[config.mk]
export PLATFORM = sky130hd
export DESIGN_NAME = spi_ctrl_top
export DESIGN_NICKNAME = d
export VERILOG_FILES = /design/src/source/spi_pkg.sv /design/src/source/spi_stream_if.sv /design/src/source/spi_ctrl_top.sv /design/src/source/spi_shift_engine.sv /design/src/source/spi_reg_decode.sv /design/src/source/spi_word_fifo.sv
export SDC_FILE = /design/constraint.sdc
export NUM_CORES = 1
export LEC_CHECK = 0
export BUFFER_PORTS_ARGS = -buffer_cell sky130_fd_sc_hd__buf_2
export CAP_MARGIN = 20
export CORE_MARGIN = 4
export CORE_UTILIZATION = 45
export DETAILED_ROUTE_END_ITERATION = 6
export SLEW_MARGIN = 10
export SYNTH_ARGS = -nofsm -noshare
export SYNTH_HDL_FRONTEND = slang
export SYNTH_SLANG_ARGS = --single-unit
[constraint.sdc]
create_clock -name clk_i -period 4.1 [get_ports clk_i]
set_input_delay 0.41 -clock clk_i [delete_from_list [all_inputs] [get_ports clk_i]]
set_output_delay 0.41 -clock clk_i [all_outputs]
set_load 0.1 [all_outputs]
[src/source/spi_pkg.sv]
// ~~~~~~~~~~~~~~~~~~~~~~~~~~~~~~
// SPI controller definitions
// ~~~~~~~~~~~~~~~~~~~~~~~~~~~~~~

package spi_pkg;

    localparam int SPI_DATA_WIDTH     = 8;
    localparam int SPI_EDGE_NUM       = 2 * SPI_DATA_WIDTH;  // SCLK edges per word
    localparam int SPI_EDGE_CNT_WIDTH = $clog2(SPI_EDGE_NUM);
    localparam int SPI_DIVIDER_WIDTH  = 16;
    localparam int SLAVE_NUM          = 4;

    localparam int REG_ADDR_WIDTH = 3;
    localparam int REG_DATA_WIDTH = 32;

    localparam int FIFO_DEPTH     = 16;
    localparam int FIFO_PTR_WIDTH = $clog2(FIFO_DEPTH);
    localparam int FIFO_CNT_WIDTH = $clog2(FIFO_DEPTH + 1);

    typedef logic [SPI_DATA_WIDTH-1:0]     spi_word_t;
    typedef logic [SPI_EDGE_CNT_WIDTH-1:0] edge_cnt_t;
    typedef logic [SPI_DIVIDER_WIDTH-1:0]  spi_div_t;   // Half-period is value + 1 cycles
    typedef logic [$clog2(SLAVE_NUM)-1:0]  slave_sel_t;
    typedef logic [REG_ADDR_WIDTH-1:0]     reg_addr_t;
    typedef logic [REG_DATA_WIDTH-1:0]     reg_data_t;
    typedef logic [FIFO_PTR_WIDTH-1:0]     fifo_ptr_t;
    typedef logic [FIFO_CNT_WIDTH-1:0]     fifo_cnt_t;

    // Register map
    localparam reg_addr_t ADDR_CONTROL = reg_addr_t'(0);
    localparam reg_addr_t ADDR_DIVIDER = reg_addr_t'(1);
    localparam reg_addr_t ADDR_SELECT  = reg_addr_t'(2);
    localparam reg_addr_t ADDR_STATUS  = reg_addr_t'(3);
    localparam reg_addr_t ADDR_TX      = reg_addr_t'(4);  // Write pushes a word
    localparam reg_addr_t ADDR_RX      = reg_addr_t'(5);  // Read pops a word

    localparam int CTRL_CPOL_BIT     = 0;
    localparam int CTRL_CPHA_BIT     = 1;
    localparam int CTRL_SOFT_RST_BIT = 2;

    localparam int STAT_RX_EMPTY_BIT = 0;
    localparam int STAT_RX_FULL_BIT  = 1;
    localparam int STAT_TX_EMPTY_BIT = 2;
    localparam int STAT_TX_FULL_BIT  = 3;
    localparam int STAT_BUSY_BIT     = 4;

    typedef enum logic [2:0] {
        IDLE,
        SETUP,
        SHIFT,
        HOLD,
        DONE
    } spi_state_e;

endpackage
[src/source/spi_stream_if.sv]
// ~~~~~~~~~~~~~~~~~~~~~~~~~~~~~~
// SPI word stream
// ~~~~~~~~~~~~~~~~~~~~~~~~~~~~~~

`timescale 1ns/1ns

interface spi_stream_if
    import spi_pkg::*;
();

    spi_word_t data;
    logic      valid;
    logic      ready;  // Word moves when valid and ready are both high

    modport producer(output data, output valid, input ready);

    modport consumer(input data, input valid, output ready);

endinterface

[src/source/spi_ctrl_top.sv]
// ~~~~~~~~~~~~~~~~~~~~~~~~~~~~~~
// SPI controller top
// ~~~~~~~~~~~~~~~~~~~~~~~~~~~~~~

`timescale 1ns/1ns

module spi_ctrl_top
    import spi_pkg::*;
(
    input  logic                 clk_i,
    input  logic                 rst_n_i,

    input  logic                 reg_wr_i,
    input  logic                 reg_rd_i,
    input  reg_addr_t            reg_addr_i,
    input  reg_data_t            reg_wdata_i,
    output reg_data_t            reg_rdata_o,
    output logic                 reg_rvalid_o,

    output logic                 spi_sclk_o,
    output logic                 spi_mosi_o,
    output logic [SLAVE_NUM-1:0] spi_cs_n_o,
    input  logic                 spi_miso_i
);

    logic       cpol;
    logic       cpha;
    logic       soft_rst;
    logic       busy;
    spi_div_t   divider;
    slave_sel_t select;

    spi_stream_if tx_push ();
    spi_stream_if tx_pop ();
    spi_stream_if rx_push ();
    spi_stream_if rx_pop ();

    spi_reg_decode u_reg_decode (
        .clk_i       (clk_i),
        .rst_n_i     (rst_n_i),
        .reg_wr_i    (reg_wr_i),
        .reg_rd_i    (reg_rd_i),
        .reg_addr_i  (reg_addr_i),
        .reg_wdata_i (reg_wdata_i),
        .reg_rdata_o (reg_rdata_o),
        .reg_rvalid_o(reg_rvalid_o),
        .tx_push     (tx_push),
        .rx_pop      (rx_pop),
        .tx_avail_i  (tx_pop.valid),
        .rx_room_i   (rx_push.ready),
        .busy_i      (busy),
        .cpol_o      (cpol),
        .cpha_o      (cpha),
        .soft_rst_o  (soft_rst),
        .divider_o   (divider),
        .select_o    (select)
    );

    spi_word_fifo u_tx_fifo (
        .clk_i  (clk_i),
        .rst_n_i(rst_n_i),
        .flush_i(soft_rst),
        .in     (tx_push),
        .out    (tx_pop)
    );

    spi_word_fifo u_rx_fifo (
        .clk_i  (clk_i),
        .rst_n_i(rst_n_i),
        .flush_i(soft_rst),
        .in     (rx_push),
        .out    (rx_pop)
    );

    spi_shift_engine u_shift_engine (
        .clk_i     (clk_i),
        .rst_n_i   (rst_n_i),
        .flush_i   (soft_rst),
        .cpol_i    (cpol),
        .cpha_i    (cpha),
        .divider_i (divider),
        .select_i  (select),
        .tx_pop    (tx_pop),
        .rx_push   (rx_push),
        .busy_o    (busy),
        .spi_sclk_o(spi_sclk_o),
        .spi_mosi_o(spi_mosi_o),
        .spi_cs_n_o(spi_cs_n_o),
        .spi_miso_i(spi_miso_i)
    );

endmodule

[src/source/spi_shift_engine.sv]
// ~~~~~~~~~~~~~~~~~~~~~~~~~~~~~~
// SPI master shift engine
// ~~~~~~~~~~~~~~~~~~~~~~~~~~~~~~

`timescale 1ns/1ns

module spi_shift_engine
    import spi_pkg::*;
(
    input  logic                 clk_i,
    input  logic                 rst_n_i,
    input  logic                 flush_i,

    input  logic                 cpol_i,
    input  logic                 cpha_i,
    input  spi_div_t             divider_i,
    input  slave_sel_t           select_i,

    spi_stream_if.consumer       tx_pop,
    spi_stream_if.producer       rx_push,

    output logic                 busy_o,
    output logic                 spi_sclk_o,
    output logic                 spi_mosi_o,
    output logic [SLAVE_NUM-1:0] spi_cs_n_o,
    input  logic                 spi_miso_i
);

    spi_state_e state_q;
    spi_div_t   hp_cnt_q;
    edge_cnt_t  edge_cnt_q;
    logic       phase_q;     // SCLK relative to its idle level
    slave_sel_t sel_q;
    spi_word_t  tx_q;
    spi_word_t  rx_q;
    logic       hp_tick;
    logic       bit_edge;
    logic       sample_edge;
    logic       shift_edge;

    assign hp_tick  = hp_cnt_q == '0;
    assign bit_edge = (state_q == SHIFT) && hp_tick;

    // Even count is the leading edge of a bit
    assign sample_edge = bit_edge && (edge_cnt_q[0] == cpha_i);
    // With CPHA 1 the first edge only launches the MSB that is already out
    assign shift_edge  = bit_edge && (edge_cnt_q[0] != cpha_i) && (edge_cnt_q != '0);

    assign tx_pop.ready  = (state_q == IDLE) && !flush_i;
    assign rx_push.valid = state_q == DONE;
    assign rx_push.data  = rx_q;

    assign busy_o     = (state_q != IDLE) || tx_pop.valid;
    assign spi_sclk_o = cpol_i ^ phase_q;
    assign spi_mosi_o = tx_q[SPI_DATA_WIDTH-1];

    always_comb begin
        spi_cs_n_o = '1;
        if (state_q != IDLE) spi_cs_n_o[sel_q] = 1'b0;  // Low for the whole frame
    end

    always_ff @(posedge clk_i) begin
        if (!rst_n_i || flush_i) begin
            state_q    <= IDLE;
            hp_cnt_q   <= '0;
            edge_cnt_q <= '0;
            phase_q    <= 1'b0;
        end else begin
            case (state_q)
                IDLE: begin
                    if (tx_pop.valid) begin
                        state_q    <= SETUP;
                        hp_cnt_q   <= divider_i;
                        edge_cnt_q <= '0;
                    end
                end
                SETUP: begin
                    if (hp_tick) begin
                        state_q  <= SHIFT;
                        hp_cnt_q <= divider_i;
                    end else begin
                        hp_cnt_q <= hp_cnt_q - 1'b1;
                    end
                end
                SHIFT: begin
                    if (hp_tick) begin
                        phase_q    <= ~phase_q;
                        edge_cnt_q <= edge_cnt_q + 1'b1;
                        hp_cnt_q   <= divider_i;
                        if (edge_cnt_q == edge_cnt_t'(SPI_EDGE_NUM - 1)) state_q <= HOLD;
                    end else begin
                        hp_cnt_q <= hp_cnt_q - 1'b1;
                    end
                end
                HOLD: begin
                    if (hp_tick) state_q <= DONE;
                    else hp_cnt_q <= hp_cnt_q - 1'b1;
                end
                DONE: begin
                    if (rx_push.ready) state_q <= IDLE;  // Wait here while RX is full
                end
                default: state_q <= IDLE;
            endcase
        end
    end

    always_ff @(posedge clk_i) begin
        if (tx_pop.valid && tx_pop.ready) begin
            tx_q  <= tx_pop.data;
            sel_q <= select_i;
        end else if (shift_edge) begin
            tx_q <= {tx_q[SPI_DATA_WIDTH-2:0], 1'b0};  // MSB first
        end
        if (sample_edge) rx_q <= {rx_q[SPI_DATA_WIDTH-2:0], spi_miso_i};
    end

    // Selected slave stays put until the frame is over
    a_cs_stable : assert property (@(posedge clk_i) disable iff (!rst_n_i)
        (state_q != IDLE) |=> (state_q == IDLE) || $stable(spi_cs_n_o));

    a_idle_sclk : assert property (@(posedge clk_i) disable iff (!rst_n_i)
        (state_q == IDLE) |-> (spi_sclk_o == cpol_i));

endmodule

[src/source/spi_reg_decode.sv]
// ~~~~~~~~~~~~~~~~~~~~~~~~~~~~~~
// SPI register decode
// ~~~~~~~~~~~~~~~~~~~~~~~~~~~~~~

`timescale 1ns/1ns

module spi_reg_decode
    import spi_pkg::*;
(
    input  logic       clk_i,
    input  logic       rst_n_i,

    input  logic       reg_wr_i,
    input  logic       reg_rd_i,
    input  reg_addr_t  reg_addr_i,
    input  reg_data_t  reg_wdata_i,
    output reg_data_t  reg_rdata_o,
    output logic       reg_rvalid_o,

    spi_stream_if.producer tx_push,
    spi_stream_if.consumer rx_pop,

    input  logic       tx_avail_i,  // TX FIFO holds a word for the engine
    input  logic       rx_room_i,   // RX FIFO can take a word
    input  logic       busy_i,

    output logic       cpol_o,
    output logic       cpha_o,
    output logic       soft_rst_o,
    output spi_div_t   divider_o,
    output slave_sel_t select_o
);

    logic       cpol_q;
    logic       cpha_q;
    spi_div_t   divider_q;
    slave_sel_t select_q;
    reg_data_t  rdata_d;
    reg_data_t  rdata_q;
    logic       rvalid_q;
    logic       wr_ctrl;

    assign wr_ctrl    = reg_wr_i && (reg_addr_i == ADDR_CONTROL);
    assign soft_rst_o = wr_ctrl && reg_wdata_i[CTRL_SOFT_RST_BIT];  // Flush on the write edge

    always_ff @(posedge clk_i) begin
        if (!rst_n_i) begin
            cpol_q    <= 1'b0;
            cpha_q    <= 1'b0;
            divider_q <= '0;
            select_q  <= '0;
            rvalid_q  <= 1'b0;
        end else begin
            rvalid_q <= reg_rd_i;
            if (wr_ctrl) begin
                cpol_q <= reg_wdata_i[CTRL_CPOL_BIT];
                cpha_q <= reg_wdata_i[CTRL_CPHA_BIT];
            end
            if (reg_wr_i && (reg_addr_i == ADDR_DIVIDER)) begin
                divider_q <= reg_wdata_i[SPI_DIVIDER_WIDTH-1:0];
            end
            if (reg_wr_i && (reg_addr_i == ADDR_SELECT)) begin
                select_q <= reg_wdata_i[$bits(slave_sel_t)-1:0];
            end
        end
    end

    assign tx_push.data  = reg_wdata_i[SPI_DATA_WIDTH-1:0];
    assign tx_push.valid = reg_wr_i && (reg_addr_i == ADDR_TX) && tx_push.ready;  // Drop when full
    assign rx_pop.ready  = reg_rd_i && (reg_addr_i == ADDR_RX);

    always_comb begin
        rdata_d = '0;
        case (reg_addr_i)
            ADDR_CONTROL: begin
                rdata_d[CTRL_CPOL_BIT] = cpol_q;
                rdata_d[CTRL_CPHA_BIT] = cpha_q;
            end
            ADDR_DIVIDER: rdata_d[SPI_DIVIDER_WIDTH-1:0] = divider_q;
            ADDR_SELECT:  rdata_d[$bits(slave_sel_t)-1:0] = select_q;
            ADDR_STATUS: begin
                rdata_d[STAT_RX_EMPTY_BIT] = !rx_pop.valid;
                rdata_d[STAT_RX_FULL_BIT]  = !rx_room_i;
                rdata_d[STAT_TX_EMPTY_BIT] = !tx_avail_i;
                rdata_d[STAT_TX_FULL_BIT]  = !tx_push.ready;
                rdata_d[STAT_BUSY_BIT]     = busy_i;
            end
            ADDR_RX: begin
                if (rx_pop.valid) rdata_d[SPI_DATA_WIDTH-1:0] = rx_pop.data;  // Empty reads zero
            end
            default: rdata_d = '0;
        endcase
    end

    always_ff @(posedge clk_i) begin
        if (reg_rd_i) rdata_q <= rdata_d;
    end

    assign reg_rdata_o  = rdata_q;
    assign reg_rvalid_o = rvalid_q;
    assign cpol_o       = cpol_q;
    assign cpha_o       = cpha_q;
    assign divider_o    = divider_q;
    assign select_o     = select_q;

    a_no_wr_rd : assert property (@(posedge clk_i) disable iff (!rst_n_i)
        !(reg_wr_i && reg_rd_i));

endmodule

[src/source/spi_word_fifo.sv]
// ~~~~~~~~~~~~~~~~~~~~~~~~~~~~~~
// SPI word FIFO
// ~~~~~~~~~~~~~~~~~~~~~~~~~~~~~~

`timescale 1ns/1ns

module spi_word_fifo
    import spi_pkg::*;
(
    input logic clk_i,
    input logic rst_n_i,
    input logic flush_i,

    spi_stream_if.consumer in,
    spi_stream_if.producer out
);

    spi_word_t mem[FIFO_DEPTH];
    fifo_ptr_t wr_ptr_q;
    fifo_ptr_t rd_ptr_q;
    fifo_cnt_t count_q;
    logic      do_push;
    logic      do_pop;

    assign in.ready  = count_q != fifo_cnt_t'(FIFO_DEPTH);
    assign out.valid = count_q != '0;
    assign out.data  = mem[rd_ptr_q];  // Fall-through head word

    assign do_push = in.valid && in.ready;
    assign do_pop  = out.valid && out.ready;

    always_ff @(posedge clk_i) begin
        if (!rst_n_i || flush_i) begin
            wr_ptr_q <= '0;
            rd_ptr_q <= '0;
            count_q  <= '0;
        end else begin
            if (do_push) wr_ptr_q <= wr_ptr_q + 1'b1;
            if (do_pop) rd_ptr_q <= rd_ptr_q + 1'b1;
            case ({do_push, do_pop})
                2'b10:   count_q <= count_q + 1'b1;
                2'b01:   count_q <= count_q - 1'b1;
                default: count_q <= count_q;
            endcase
        end
    end

    always_ff @(posedge clk_i) begin
        if (do_push) mem[wr_ptr_q] <= in.data;
    end

    // A full FIFO without a pop keeps its count, so no word was written over
    a_no_push_full : assert property (@(posedge clk_i)
        (rst_n_i && !flush_i && count_q == fifo_cnt_t'(FIFO_DEPTH) && !do_pop)
            |=> (count_q == fifo_cnt_t'(FIFO_DEPTH)));

    a_count_bound : assert property (@(posedge clk_i) disable iff (!rst_n_i)
        count_q <= fifo_cnt_t'(FIFO_DEPTH));

endmodule

==> results of run 1 <==
==> registers in the layout, summed over array words and instances (netlist names), 2 cells and up, named ones only <==
register / count
u_reg_decode.divider_o: 16
u_tx_fifo.rd_ptr_q: 4
u_shift_engine.state_q: 3
u_rx_fifo.mem: 128
u_reg_decode.reg_rdata_o: 16
u_reg_decode.select_o: 2
u_shift_engine.tx_q: 8
u_shift_engine.rx_push.data: 8
u_tx_fifo.wr_ptr_q: 4
u_rx_fifo.wr_ptr_q: 4
u_shift_engine.sel_q: 2
u_shift_engine.edge_cnt_q: 4
u_rx_fifo.count_q: 5
u_tx_fifo.count_q: 5
u_rx_fifo.rd_ptr_q: 4
u_tx_fifo.mem: 128
u_shift_engine.hp_cnt_q: 16
==> worst paths after layout <==
| check | startpoint | end | depth (start not counted) | slack (ns) |
|---|---|---|---|---|
| worst min register to register | u_reg_decode.divider_o[15]$_SDFFE_PN0P_ | u_reg_decode.divider_o[15]$_SDFFE_PN0P_ | 2 | 0.47 |
| worst max register to register | u_tx_fifo.count_q[1]$_SDFFE_PP0P_ | u_tx_fifo.count_q[4]$_SDFFE_PP0P_ | 12 | 0.66 |
| worst max-delay path | u_tx_fifo.count_q[1]$_SDFFE_PP0P_ | u_tx_fifo.count_q[4]$_SDFFE_PP0P_ | 12 | 0.66 |
| worst min-delay path | spi_miso_i | u_shift_engine.rx_push.data[0]$_DFFE_PP_ | 1 | 0.07 |
==> kinds of logic after synthesis <==
kind of cell	after synthesis	synth area share
compound gates	134	0.0574
xor+xnor	26	0.0148
fa+ha+maj	22	0.0184
buf+inv	102	0.0309
flops	369	0.670
mux	102	0.119
other cells	1	0.000244
simple gates	277	0.0893
==> layer usage <==
metal / track usage / vias to the layer above / part of all wire
li1: - / 4054 / -
met2: 0.274 / 202 / 0.47
met1: 0.263 / 4399 / 0.46
met3: 0.0284 / 42 / 0.053
met5: 0 / - / 0
met4: 0.0439 / 0 / 0.017
==> power by group through the flow <==
stage | sequential (W) | combinational (W) | clock, W
2_1_floorplan | 0.00464 | 0.00217 | 0
3_3_place_gp | 0.00470 | 0.00278 | 0
3_5_place_dp | 0.00471 | 0.00278 | 0
4_1_cts | 0.00463 | 0.00279 | 0.00357
5_1_grt | 0.00467 | 0.00309 | 0.00374
6_report | 0.00463 | 0.00281 | 0.00349
==> worst register-to-register path: cells and delay by family (launching register included) <==
kind | cells | cell delay (ns)
and+or+nand+nor | 2 | 0.42
adders and majority gates | 2 | 0.60
DFF | 1 | 0.47
buffers and inverters | 2 | 0.48
xor gates and xnor gates | 1 | 0.17
AOI/OAI and AO/OA | 5 | 1.24
==> layout make-up <==
class / count / area (um^2)
Multi-Input combinational cell: 577 / 4660
Clock buffer: 54 / 1080
Clock inverter: 18 / 220
Sequential cell: 369 / 10300
Tap cell: 448 / 561
Antenna cell: 1 / 2.50
Timing Repair Buffer: 76 / 455
Inverter: 31 / 116
Fill cell: 2786 / 16200
==> per-stage QoR <==
stage / area [um^2] / worst slack [ns]
5_1_grt: 17400 / 0.357
4_1_cts: 17400 / 0.689
3_5_place_dp: 16100 / 0.644
2_1_floorplan: 15400 / 0.795
3_3_place_gp: 16100 / 0.631
6_report: 17400 / 0.658
==> synth_stat cells (all sizes together) (3+ instances only) <==
cell,count,area [um^2]
a2111oi,3,26.3
a211oi,5,37.5
a21o,4,30.0
a21oi,52,264
a22o,3,26.3
a22oi,3,22.5
a31oi,11,75.1
and2,14,87.6
and3,9,56.3
buf,43,253
clkbuf,28,105
dfxtp,79,1580
edfxtp,290,8710
ha,21,263
inv,31,116
mux2,13,146
mux2i,26,260
mux4,63,1420
nand2,70,263
nand2b,7,43.8
nand3,13,70.1
nand3b,4,30.0
nand4,12,75.1
nor2,85,319
nor2b,9,56.3
nor3,18,90.1
nor4,12,75.1
o21ai,13,65.1
o221ai,7,61.3
o22ai,4,25.0
o311ai,3,26.3
o31ai,3,22.5
o32ai,3,26.3
or3,6,37.5
or3b,4,35.0
or4,5,37.5
xnor2,7,61.3
xor2,19,166
==> results.md, run 1 <==
Timing:
- For the pin with the worst max-slew slack, the measured transition is about 0.91 ns.
- Setup violations remaining at the end of the flow were counted as 0.
- The max-slew violation count was 0.
- After layout, the minimum clock period comes to roughly 3.4 ns.
- The summed negative setup slack over all endpoints is 0 ns.
- The final-report hold violation count is 0.
- The worst pin sits at a relative slew slack of 0.396.
- Final hold analysis gives a worst-case slack of 0.0675 ns.
- The timing-limited maximum frequency is 291 MHz.
- For the final database, setup skew stands at ~0.032 ns.
- The post-route fraction of the period consumed by the critical path is 0.839.
- Setup repair after global routing left no endpoint under its margin.

Logic synthesis:
- The mean area per synthesized cell is 14.9 um^2.
- The cell area after synthesis is 0.0154 mm^2.
- The flip-flop cell with the highest count after synthesis is sky130_fd_sc_hd__edfxtp_1.
- The synthesized design contains 290 enable-type register cells.
- The share of the Yosys chip area taken by registers is 0.670.
- The post-synthesis instance total is 1033.
- Counting flops and latches in the post-synthesis netlist gives between 300 and 400.
- After synthesis, the netlist uses between 60 and 70 different library cells.
- Yosys printed 0 warnings.
- The async set or reset register ratio after synthesis is 0.

Clocking:
- TritonCTS built the clock tree.
- The maximum root-to-sink buffer count is 3.
- The total clock buffers created by CTS is 39.
- The clock transition at the register clock pins on the worst setup and hold paths after CTS is 0.06 ns.
- The H-tree depth is 2.
- The hold-fix buffer count after cts is 0.
- The post-cts repair resize count is 0.
- The later pin in the worst-skew pair is clocked with a latency of 0.54 ns.
- After clock tree synthesis, the setup repair step added 0 buffers.
- The sink count of the clock tree is between 300 and 400.
- The CTS root buffer is sky130_fd_sc_hd__clkbuf_16.

Pwr:
- The total net switching power is around 0.0035 W.
- Cell internal power was estimated by the tool at 0.00742 W.
- The share of total power dissipated in combinational logic is 0.257.
- Of the total power, the share spent switching nets is 0.321.
- For this design the ratio of total power to cell area is 628 mW/mm^2.
- The completed layout was analyzed and its total power is 0.0109 W.
- Of the total power, registers draw 0.424.
- Across the VDD grid, the largest voltage drop is 378 uV.
- Of the total power, the clock network draws 0.319.
- For this design the static power due to leakage is 5.80 nW.

Final layout:
- Once layout is complete, the cells apart from fillers number between 1500 and 2000.
- The final design utilization is 0.517.
- In the layout the commonest cells are sky130_fd_sc_hd__edfxtp_1, sky130_fd_sc_hd__nor2_1, sky130_fd_sc_hd__dfxtp_1.
- Relative to the synthesized area, the layout overhead comes to 13.2%.
- The most common library cell in the layout ignoring fill and taps is sky130_fd_sc_hd__edfxtp_1.
- The number of nets in the finished design is 1156.
- The ratio of cells with drive above 1 in the final layout is 0.201.

Floorplanning:
- The starting utilization of the core area is 0.457.
- The area of the die is around 0.037 mm^2.
- The row count is between 60 and 70.
- In this run the horizontal extent of the chip is 193 um.
- The die is 193 um tall.
- The region available for standard cell placement spans 0.0336 mm^2.
- The I/O pin count is 79.

Detailed routing:
- The total number of vias is just under 9000.
- The first routing iteration left roughly 700 violations.
- The first-pass detailed-route iteration total is 6.
- The remaining antenna violation count is 0.
- For this run, design rule violations remaining after detail routing come to 0.
- The wire length reported by the detailed router is 32400 um.
- In the routed layout, each cell is associated on average with a via count of 5.53.
- In the final routed layout, each cell accounts on average for slightly above 20 um.

Job:
- Across the run, the number of max-cap violations was 0.

Worst setup path:
- In this design, the stage delay of the slowest critical-path cell is 0.60 ns.
- The endpoint arrival time on the critical path is 3.91 ns.
- At the worst endpoint, the required time is 4.56 ns.
- The gate family responsible for the most delay along the worst path is compound AO/OA/AOI/OAI gates.
- The buffers plus inverters on the worst setup path is 2.
- The setup path with the least slack is of type reg -> reg.
- The critical-path maximum fanout is 9.
- The most common cell type on the critical path is sky130_fd_sc_hd__a21oi_1.
- The critical path goes through nor4_1, buf_4, a21oi_1, inv_1, ha_1, xor2_1, ha_1, a211o_1, a21oi_1, a221oi_1, or3_1, a21oi_1.
- The largest individual stage delay along the critical path comes from the cell sky130_fd_sc_hd__a21oi_1.
- STA classifies the critical path endpoint as a flop.
- The worst setup path is launched from a flop.

Placed design:
- The detailed placer's ending HPWL is 21400 um.
- The number of placed instances, taps included is around 1500.
- Port buffering added 46 buffers.
- The final estimated routing congestion in global placement is roughly 0.8.

Global route:
- The via count of the first global-routing pass is ~8500.
- The number of antenna violations at the first check in global routing is 0.
- The total global-route track usage is 0.176.
- For this run the aggregate overflow at the end of global routing stands at 0.
- Entering global routing, the biggest net connects 33 pins.
- The first global-routing pass estimated 50200 um of wire.

Status:
- The flow ran to the end, and the final reports show no timing, DRC or antenna violations.

Min path:
- The tightest min-delay check is of the in -> reg type.
Note: power is estimated with default switching activity, not from simulation.
==> run 2: changes to the inputs <==
--- a/config.mk
+++ b/config.mk
@@ -5,6 +5,7 @@
 export SDC_FILE = /design/constraint.sdc
 export NUM_CORES = 1
 export LEC_CHECK = 0
+export ABC_AREA = 1
 export BUFFER_PORTS_ARGS = -buffer_cell sky130_fd_sc_hd__buf_2
 export CAP_MARGIN = 20
 export CORE_MARGIN = 4
==> constraint.sdc (replaced) <==
create_clock -name clk_i -period 3.25 [get_ports clk_i]
set_input_delay 0.325 -clock clk_i [delete_from_list [all_inputs] [get_ports clk_i]]
set_output_delay 0.325 -clock clk_i [all_outputs]
set_load 0.1 [all_outputs]
==> results.md, run 2 <==
Timing:
- The summed negative setup slack over all endpoints is 0 ns (unchanged).
- The final-report hold violation count is 0 (unchanged).
- The relative slew slack was 0.454 (+0.0577).
- Setup repair after global routing left no endpoint under its margin.
- The timing-limited maximum frequency is 379 MHz (+30%).
- The final critical delay including setup and external delays is 2.64 ns (-0.801 ns).
- The setup slack of the critical path after layout is 0.609 ns (-0.0490 ns).
- The setup violation total in the final timing report came to 0 (unchanged).
- The post-route fraction of the period consumed by the critical path came to 0.813 (-0.0269).
- The worst hold margin is 0.0622 ns (-0.00534 ns).
- The final worst clock skew was 0.0307 ns (-0.00146 ns).
- The max-slew violation count is 0 (unchanged).
- The slew at the pin closest to its max-slew limit was 0.818 ns (-0.0874 ns).

Logic synthesis:
- The number of storage elements in the synthesis netlist is 369 (unchanged).
- The largest area contributor in the netlist is sky130_fd_sc_hd__edfxtp_1.
- The post-synthesis instance total came to 1571 (+52%).
- The total number of yosys warnings came to 0 (unchanged).
- sky130_fd_sc_hd__edfxtp_1 is the most common cell in the netlist.
- The share of Yosys cell area claimed by the top area cell type is 0.538 (-0.0288).
- The number of distinct standard cells referenced by the synthesized netlist is 44 (-36%).
- The mean area per synthesized cell is 10.3 um^2 (-31%).
- Sorting the synthesized cells by how often they occur yields sky130_fd_sc_hd__edfxtp_1, sky130_fd_sc_hd__nor2_1, sky130_fd_sc_hd__nand2_1.
- The post-synthesis sequential area ratio is 0.636 (-0.0340).
- The async set or reset register ratio after synthesis was 0 (unchanged).
- Sorting the synthesized cells by area gives the leading types as sky130_fd_sc_hd__edfxtp_1, sky130_fd_sc_hd__dfxtp_1, sky130_fd_sc_hd__nor2_1.
- Among all flip-flop cells after synthesis, the most frequent one is sky130_fd_sc_hd__edfxtp_1.
- The cell area after synthesis is 0.0162 mm^2 (+5.4%).
- The number of enable flip-flop cells after synthesis is 290 (unchanged).

Final layout:
- The multi-input gate area in the final layout is 0.00481 mm^2 (+3.2%).
- In the layout the commonest cells are sky130_fd_sc_hd__edfxtp_1, sky130_fd_sc_hd__nor2_1, sky130_fd_sc_hd__nand2_1.
- In the final layout, the registers with the most flip-flops are u_rx_fifo.mem (128), u_tx_fifo.mem (128).
- The ratio of cells with drive above 1 in the final layout came to 0.108 (-0.0932).
- The number of nets in the finished design is 1675 (+45%).
- Compared with the post-synthesis result, the final layout area differs by 11.9%.
- The number of filler cells placed in the layout was 3174 (+14%).
- The most common library cell in the layout ignoring fill and taps is sky130_fd_sc_hd__edfxtp_1.
- The total area of sequential cells is 0.0103 mm^2 (about the same).

Clocking:
- The total clock buffers created by CTS is 40 (+2.6%).
- The worst-skew pair later-pin latency is 0.54 ns (about the same).
- The number of setup buffers added after CTS is 0 (unchanged).
- The H-tree depth is 2 (unchanged).
- The clock transition at the register clock pins on the worst setup and hold paths after CTS is 0.06 ns (about the same).
- The maximum root-to-sink buffer count is 3 (unchanged).
- The CTS root buffer is sky130_fd_sc_hd__clkbuf_16.
- The hold-fix buffer count after cts is 1 (+1).
- The sink count of the clock tree came to 369 (unchanged).
- TritonCTS built the clock tree.
- The post-cts repair resize count is 0 (unchanged).

Detailed routing:
- The routed via count divided by cell count came to 5.19 (-6.1%).
- The first-pass detailed-route iteration total is 5 (-1).
- The wire length reported by the detailed router is 36200 um (+12%).
- The final routed wire length divided by cell count is 17.2 um (-16%).
- The remaining antenna violation count is 0 (unchanged).
- The detailed router's first-iteration violation count is 937 (+34%).
- The total number of vias is 10900 (+26%).
- The residual DRC count is 0 (unchanged).

Global route:
- The first-pass GRT wire length is 57400 um (+14%).
- The routing usage on met2 was 0.286 (+0.0125).
- The fraction of met3 tracks used by global routing is 0.0302 (+0.00179).
- The global routing usage on met1 came to 0.270 (+0.00689).
- In this run the most used layer during global routing was met2.
- The global-route congestion overflow total is 0 (unchanged).
- The pin count of the biggest net entering global routing is 65 (+97%).
- The number of antenna violations at the first check in global routing is 5 (+5).
- The total global-route track usage was 0.186 (+0.00916).
- The via count of the first global-routing pass is 10400 (+23%).

Worst setup path:
- STA classifies the critical path endpoint as a flop.
- The sort of element at the start of the critical path is a flop.
- The data required time at the worst endpoint was 3.71 ns (-0.85 ns).
- The endpoint arrival time on the critical path is 3.10 ns (-0.81 ns).
- The kind of critical path is reg -> reg.
- The critical-path maximum fanout is 15 (+6).

Pwr:
- The total net switching power is 0.00455 W (+30%).
- The power density over the cells is 758 mW/mm^2 (+21%).
- The fraction of power consumed by the clock network is 0.336 (+0.017).
- The leakage power summed over all cells is 6.86 nW (+18%).
- The share of power burned in registers is 0.408 (-0.016).
- The proportion of total power due to net switching was 0.332 (+0.0104).
- The total power is 0.0137 W (+26%).
- The highest ir drop seen on vdd was 449 uV (+19%).
- The combinational share of power is 0.256 (about the same).
- The cell internal power dissipation is 0.00917 W (+24%).

Floorplanning:
- The starting utilization of the core area is 0.456 (-0.000868).
- The area of the die was 0.0391 mm^2 (+5.1%).
- The I/O pin count was 79 (unchanged).
- The placeable core area is 0.0355 mm^2 (+5.6%).
- The die extent in x is 198 um (+2.5%).
- The die extent in y was 198 um (+2.5%).
- The row count was 69 (+3.0%).

Placed design:
- The final estimated routing congestion in global placement was 0.854 (+4.6%).
- The detailed placer's ending HPWL is 23300 um (+8.9%).
- The pre-CTS setup slack is 0.604 ns (-0.0407 ns).
- The count of buffers inserted at the top-level ports is 46 (unchanged).

Min path:
- The class of the tightest hold or removal check is in -> reg.

Status:
- The flow ran to the end, and the final reports show no timing, DRC or antenna violations.

Job:
- The count of maximum capacitance violations is 0 (unchanged).
run 2: changes by cell type after synthesis, sizes merged, moves of 14 or more:
cell	delta
nor3	-16
nor2	+150
buf	+19
and2	-14
a21oi	+34
mux4	-63
inv	+146
o211ai	+59
o21ai	+142
mux2i	-26
nand3	+95
nand2	+155
run 2: logic make-up (layout without fill, tap and decap cells):
logic type / Yosys count / in the layout / share of synthesized area
other: 1 / 17 / 0.000232
and+or+nand+nor: 586 / 586 / 0.158
buffers and inverters: 260 / 318 / 0.0702
adders and majority gates: 22 / 22 / 0.0175
AOI/OAI and AO/OA: 317 / 317 / 0.110
DFF: 369 / 369 / 0.636
xor gates and xnor gates: 16 / 16 / 0.00866
run 2: per-stage QoR:
step                instances  utilization  instance area [um^2]
floorplan                1586            -                 16200
global placement         2031        0.472                 16700
detailed placement       2031        0.472                 16700
CTS                      2105        0.510                 18100
global route             2106        0.510                 18100
finish                   2106        0.510                 18100
run 2: layout make-up:
type | instances | area share
repair buffers | 67 | 0.0223
clock inverters | 23 | 0.0144
well taps | 461 | 0.0319
inverters | 178 | 0.0372
clock buffers | 50 | 0.0597
diodes | 1 | 0.000138
flip-flops and latches | 369 | 0.569
multi-input cells | 957 | 0.266
run 2: power by group through the flow:
stage                     registers, W  clock network, W  logic, W
final                          0.00560           0.00461   0.00351
after global routing           0.00564           0.00491   0.00397
after CTS                      0.00560           0.00470   0.00353
after detailed placement       0.00570                 0   0.00351
after global placement         0.00569                 0   0.00345
after floorplan                0.00570                 0   0.00276
run 2: critical path: stages (launching register included):
cell and delay, ns:
sky130_fd_sc_hd__dfxtp_1 0.34, sky130_fd_sc_hd__nor2_1 0.17, sky130_fd_sc_hd__nand4_2 0.19, sky130_fd_sc_hd__nand2_2 0.19, sky130_fd_sc_hd__inv_2 0.06, sky130_fd_sc_hd__nand2_2 0.25, sky130_fd_sc_hd__inv_1 0.10, sky130_fd_sc_hd__ha_1 0.27
sky130_fd_sc_hd__xor2_1 0.18, sky130_fd_sc_hd__ha_1 0.20, sky130_fd_sc_hd__a21o_1 0.19, sky130_fd_sc_hd__nand3_1 0.11, sky130_fd_sc_hd__nand3_1 0.08, sky130_fd_sc_hd__nand2_1 0.08, sky130_fd_sc_hd__nand2_1 0.05, sky130_fd_sc_hd__a21oi_1 0.14
run 2: layer usage:
metal	routed length, um	vias up
met1	16700	5113
met2	16200	308
met4	1110	6
met3	2090	77
met5	28	-
li1	-	5424
run 2: worst paths after layout:
| path | startpoint | to | slack, ns | cells after the start |
|---|---|---|---|---|
| min | reg_wdata_i[15] | u_reg_decode.divider_o[15]$_SDFFE_PN0P_ | 0.06 | 3 |
| max | u_tx_fifo.count_q[0]$_SDFFE_PP0P_ | u_tx_fifo.count_q[4]$_SDFFE_PP0P_ | 0.61 | 15 |
| min reg2reg | u_reg_decode.divider_o[12]$_SDFFE_PN0P_ | u_reg_decode.divider_o[12]$_SDFFE_PN0P_ | 0.48 | 2 |
| max reg2reg | u_tx_fifo.count_q[0]$_SDFFE_PP0P_ | u_tx_fifo.count_q[4]$_SDFFE_PP0P_ | 0.61 | 15 |
==> run 3: changes to the inputs <==
--- a/config.mk
+++ b/config.mk
@@ -5,7 +5,7 @@
 export SDC_FILE = /design/constraint.sdc
 export NUM_CORES = 1
 export LEC_CHECK = 0
-export ABC_AREA = 1
+export ABC_AREA = 0
 export BUFFER_PORTS_ARGS = -buffer_cell sky130_fd_sc_hd__buf_2
 export CAP_MARGIN = 20
 export CORE_MARGIN = 4
==> constraint.sdc (replaced) <==
create_clock -name clk_i -period 2.55 [get_ports clk_i]
set_input_delay 0.255 -clock clk_i [delete_from_list [all_inputs] [get_ports clk_i]]
set_output_delay 0.255 -clock clk_i [all_outputs]
set_load 0.1 [all_outputs]
==> results.md, run 3 (same netlist as run 1, synthesis figures left out) <==
Timing:
- The slew at the pin closest to its max-slew limit is 0.669 ns (-0.149 ns).
- The setup slack of the critical path after layout is -0.0301 ns (-0.639 ns).
- The final-report hold violation count is 0 (unchanged).
- The max-slew violation count is 0 (unchanged).
- The final worst clock skew came to 0.0229 ns (-0.00781 ns).
- The timing-limited maximum frequency was 388 MHz (+2.4%).
- Setup repair after global routing could not meet its margin everywhere.
- The worst hold margin is 0.0481 ns (-0.0141 ns).
- The summed negative setup slack over all endpoints was -0.0301 ns (-0.0301 ns).
- The relative slew slack is 0.554 (+0.0999).
- The post-route fraction of the period consumed by the critical path is 1.01 (+0.199).
- The final critical delay including setup and external delays came to 2.58 ns (-0.0606 ns).
- The setup violation total in the final timing report is 1 (+1).

Clocking:
- The worst-skew pair later-pin latency was 0.53 ns (about the same).
- The clock transition at the register clock pins on the worst setup and hold paths after CTS is 0.06 ns (about the same).
- The H-tree depth is 2 (unchanged).
- The sink count of the clock tree is 369 (unchanged).
- The maximum root-to-sink buffer count is 3 (unchanged).
- TritonCTS built the clock tree.
- The total clock buffers created by CTS was 39 (-2.5%).
- The CTS root buffer is sky130_fd_sc_hd__clkbuf_16.

Detailed routing:
- The detailed router's first-iteration violation count is 525 (-44%).
- The remaining antenna violation count is 0 (unchanged).
- The routed via count divided by cell count is 5.47 (+5.3%).
- The final routed wire length divided by cell count is 20.5 um (+19%).
- The total number of vias is 9041 (-17%).
- The wire length reported by the detailed router is 33900 um (-6.3%).
- The first-pass detailed-route iteration total is 5 (unchanged).
- The residual DRC count is 0 (unchanged).

Floorplanning:
- The placeable core area was 0.0336 mm^2 (-5.3%).
- The die extent in y came to 193 um (-2.5%).
- The row count is 67 (-2.9%).
- The die extent in x is 193 um (-2.5%).
- The area of the die came to 0.0371 mm^2 (-4.9%).
- The I/O pin count was 79 (unchanged).
- The starting utilization of the core area came to 0.457 (+0.000868).

Placed design:
- The detailed placer's ending HPWL is 22600 um (-3.3%).
- The count of buffers inserted at the top-level ports is 46 (unchanged).
- The final estimated routing congestion in global placement is 0.819 (-4.1%).

Final layout:
- The area overhead of the layout relative to synthesis is 18.4%.
- The total inserted antenna cells is 0 (-1).
- The ratio of cells with drive above 1 in the final layout was 0.268 (+0.160).
- The number of nets in the finished design is 1239 (-26%).
- In the final layout, the registers with the most flip-flops are u_rx_fifo.mem (128), u_tx_fifo.mem (128).
- Leaving out fill and tap cells, the most frequent cell in the layout is sky130_fd_sc_hd__edfxtp_1.
- The library cells used most frequently in the layout, excluding fill and tap cells, are sky130_fd_sc_hd__edfxtp_1, sky130_fd_sc_hd__buf_4, sky130_fd_sc_hd__nor2_1.

Worst setup path:
- The critical path goes through or4_4, nor2_4, nor2_2, nand2_2, inv_4, ha_4, xor2_2, ha_2, nor2_1, o32ai_2, a221oi_2, or3_1, a21oi_1.
- The sort of element at the end of the critical path is a flop.
- The data required time at the worst endpoint is 3.01 ns (-0.70 ns).
- The sort of element at the start of the critical path is a flop.
- The endpoint arrival time on the critical path is 3.04 ns (-0.06 ns).
- The master of the slowest instance on the critical path is sky130_fd_sc_hd__or4_4.
- The flop-to-flop setup slack was -0.03 ns (-0.64 ns).
- The critical path is of the reg -> reg type.
- The critical-path maximum fanout came to 5 (-10).
- The longest individual stage delay on the worst path is 0.55 ns (+0.21 ns).

Global route:
- The first-pass GRT wire length is 52600 um (-8.4%).
- The number of antenna violations at the first check in global routing is 0 (-5).
- The pin count of the biggest net entering global routing is 33 (-49%).
- The total global-route track usage is 0.185 (-0.000278).
- The via count of the first global-routing pass is 9022 (-13%).
- The global-route congestion overflow total was 0 (unchanged).

Min path:
- The min-delay analysis places its worst path in the category in -> reg.

Status:
- The flow ran to the end, but the final reports show violations.
- The final reports fail on negative setup slack.

Job:
- The count of maximum capacitance violations is 0 (unchanged).

Pwr:
- The highest ir drop seen on vdd came to 904 uV (+100%).
- The power density over the cells was 1000 mW/mm^2 (+32%).
- The leakage power summed over all cells is 6.21 nW (-9.5%).
run 3: cell count changes in the layout (fill, tap and decap cells not counted), moves of 26 or more:
cell / delta
sky130_fd_sc_hd__buf_4: +79
sky130_fd_sc_hd__nor2_1: -140
sky130_fd_sc_hd__nand2_1: -145
sky130_fd_sc_hd__a21oi_1: -35
sky130_fd_sc_hd__o211ai_1: -59
sky130_fd_sc_hd__mux2i_1: +26
sky130_fd_sc_hd__mux4_2: +63
sky130_fd_sc_hd__nand3_1: -86
sky130_fd_sc_hd__inv_1: -142
sky130_fd_sc_hd__o21ai_0: -142
run 3: path summary, 6_finish.rpt:
| kind | startpoint | to | cells after the start |
|---|---|---|---|
| worst max-delay path | u_tx_fifo.count_q[2]$_SDFFE_PP0P_ | u_tx_fifo.count_q[4]$_SDFFE_PP0P_ | 13 |
| worst min-delay path | reg_rd_i | u_reg_decode.reg_rvalid_o$_SDFF_PN0_ | 3 |
| worst max register to register | u_tx_fifo.count_q[2]$_SDFFE_PP0P_ | u_tx_fifo.count_q[4]$_SDFFE_PP0P_ | 13 |
| worst min register to register | u_reg_decode.divider_o[15]$_SDFFE_PN0P_ | u_reg_decode.divider_o[15]$_SDFFE_PN0P_ | 2 |
run 3: where the power goes:
group / internal [W] / switching [W] / leakage, nW / total (W)
clock: 0.00315 / 0.00225 / 0.589 / 0.00540
sequential: 0.00697 / 0.000363 / 3.28 / 0.00734
combinational: 0.00228 / 0.00321 / 2.34 / 0.00549
total: 0.0124 / 0.00582 / 6.21 / 0.0182
run 3: repair_timing:
action / CTS / global route
setup buffers: 5 / 2
endpoints found under the setup margin: 3 / 3
pin swaps: 15 / 8
hold buffers: 9 / 0
endpoints found under the hold margin: 9 / 0
resized for setup: 14 / 4
run 3: stage by stage:
stage,utilization,total power [W],instances,cell area (um^2),worst slack (ns)
final,0.541,0.0182,1654,18200,-0.0301
after global routing,0.541,0.0192,1654,18200,-0.167
after global placement,0.498,0.0128,1568,16800,-0.0698
after floorplan,-,0.0111,1048,15500,-0.286
after detailed placement,0.498,0.0128,1568,16800,-0.0924
after CTS,0.540,0.0183,1652,18100,-0.0667
run 3: critical path: cells and delay by family, from the launching register on:
family          cells  cell delay, ns
simple gates        6            1.17
compound gates      3            0.48
fa+ha+maj           2            0.37
flops               1            0.32
xor+xnor            1            0.12
buf+inv             1            0.05
run 3: layout make-up:
class,count,area (um^2)
Clock buffer,53,1070
Clock inverter,17,148
Fill cell,2756,15400
Inverter,31,119
Multi-Input combinational cell,577,4800
Sequential cell,369,10300
Tap cell,448,561
Timing Repair Buffer,159,1180
run 3: layer usage:
layer  vias to the layer above  wire length [um]  track usage
met1                      4515             15000        0.269
met3                        51              1990       0.0311
met4                         0               860       0.0527
met5                         -                 0            0
met2                       256             16100        0.291
li1                       4219                 -            -
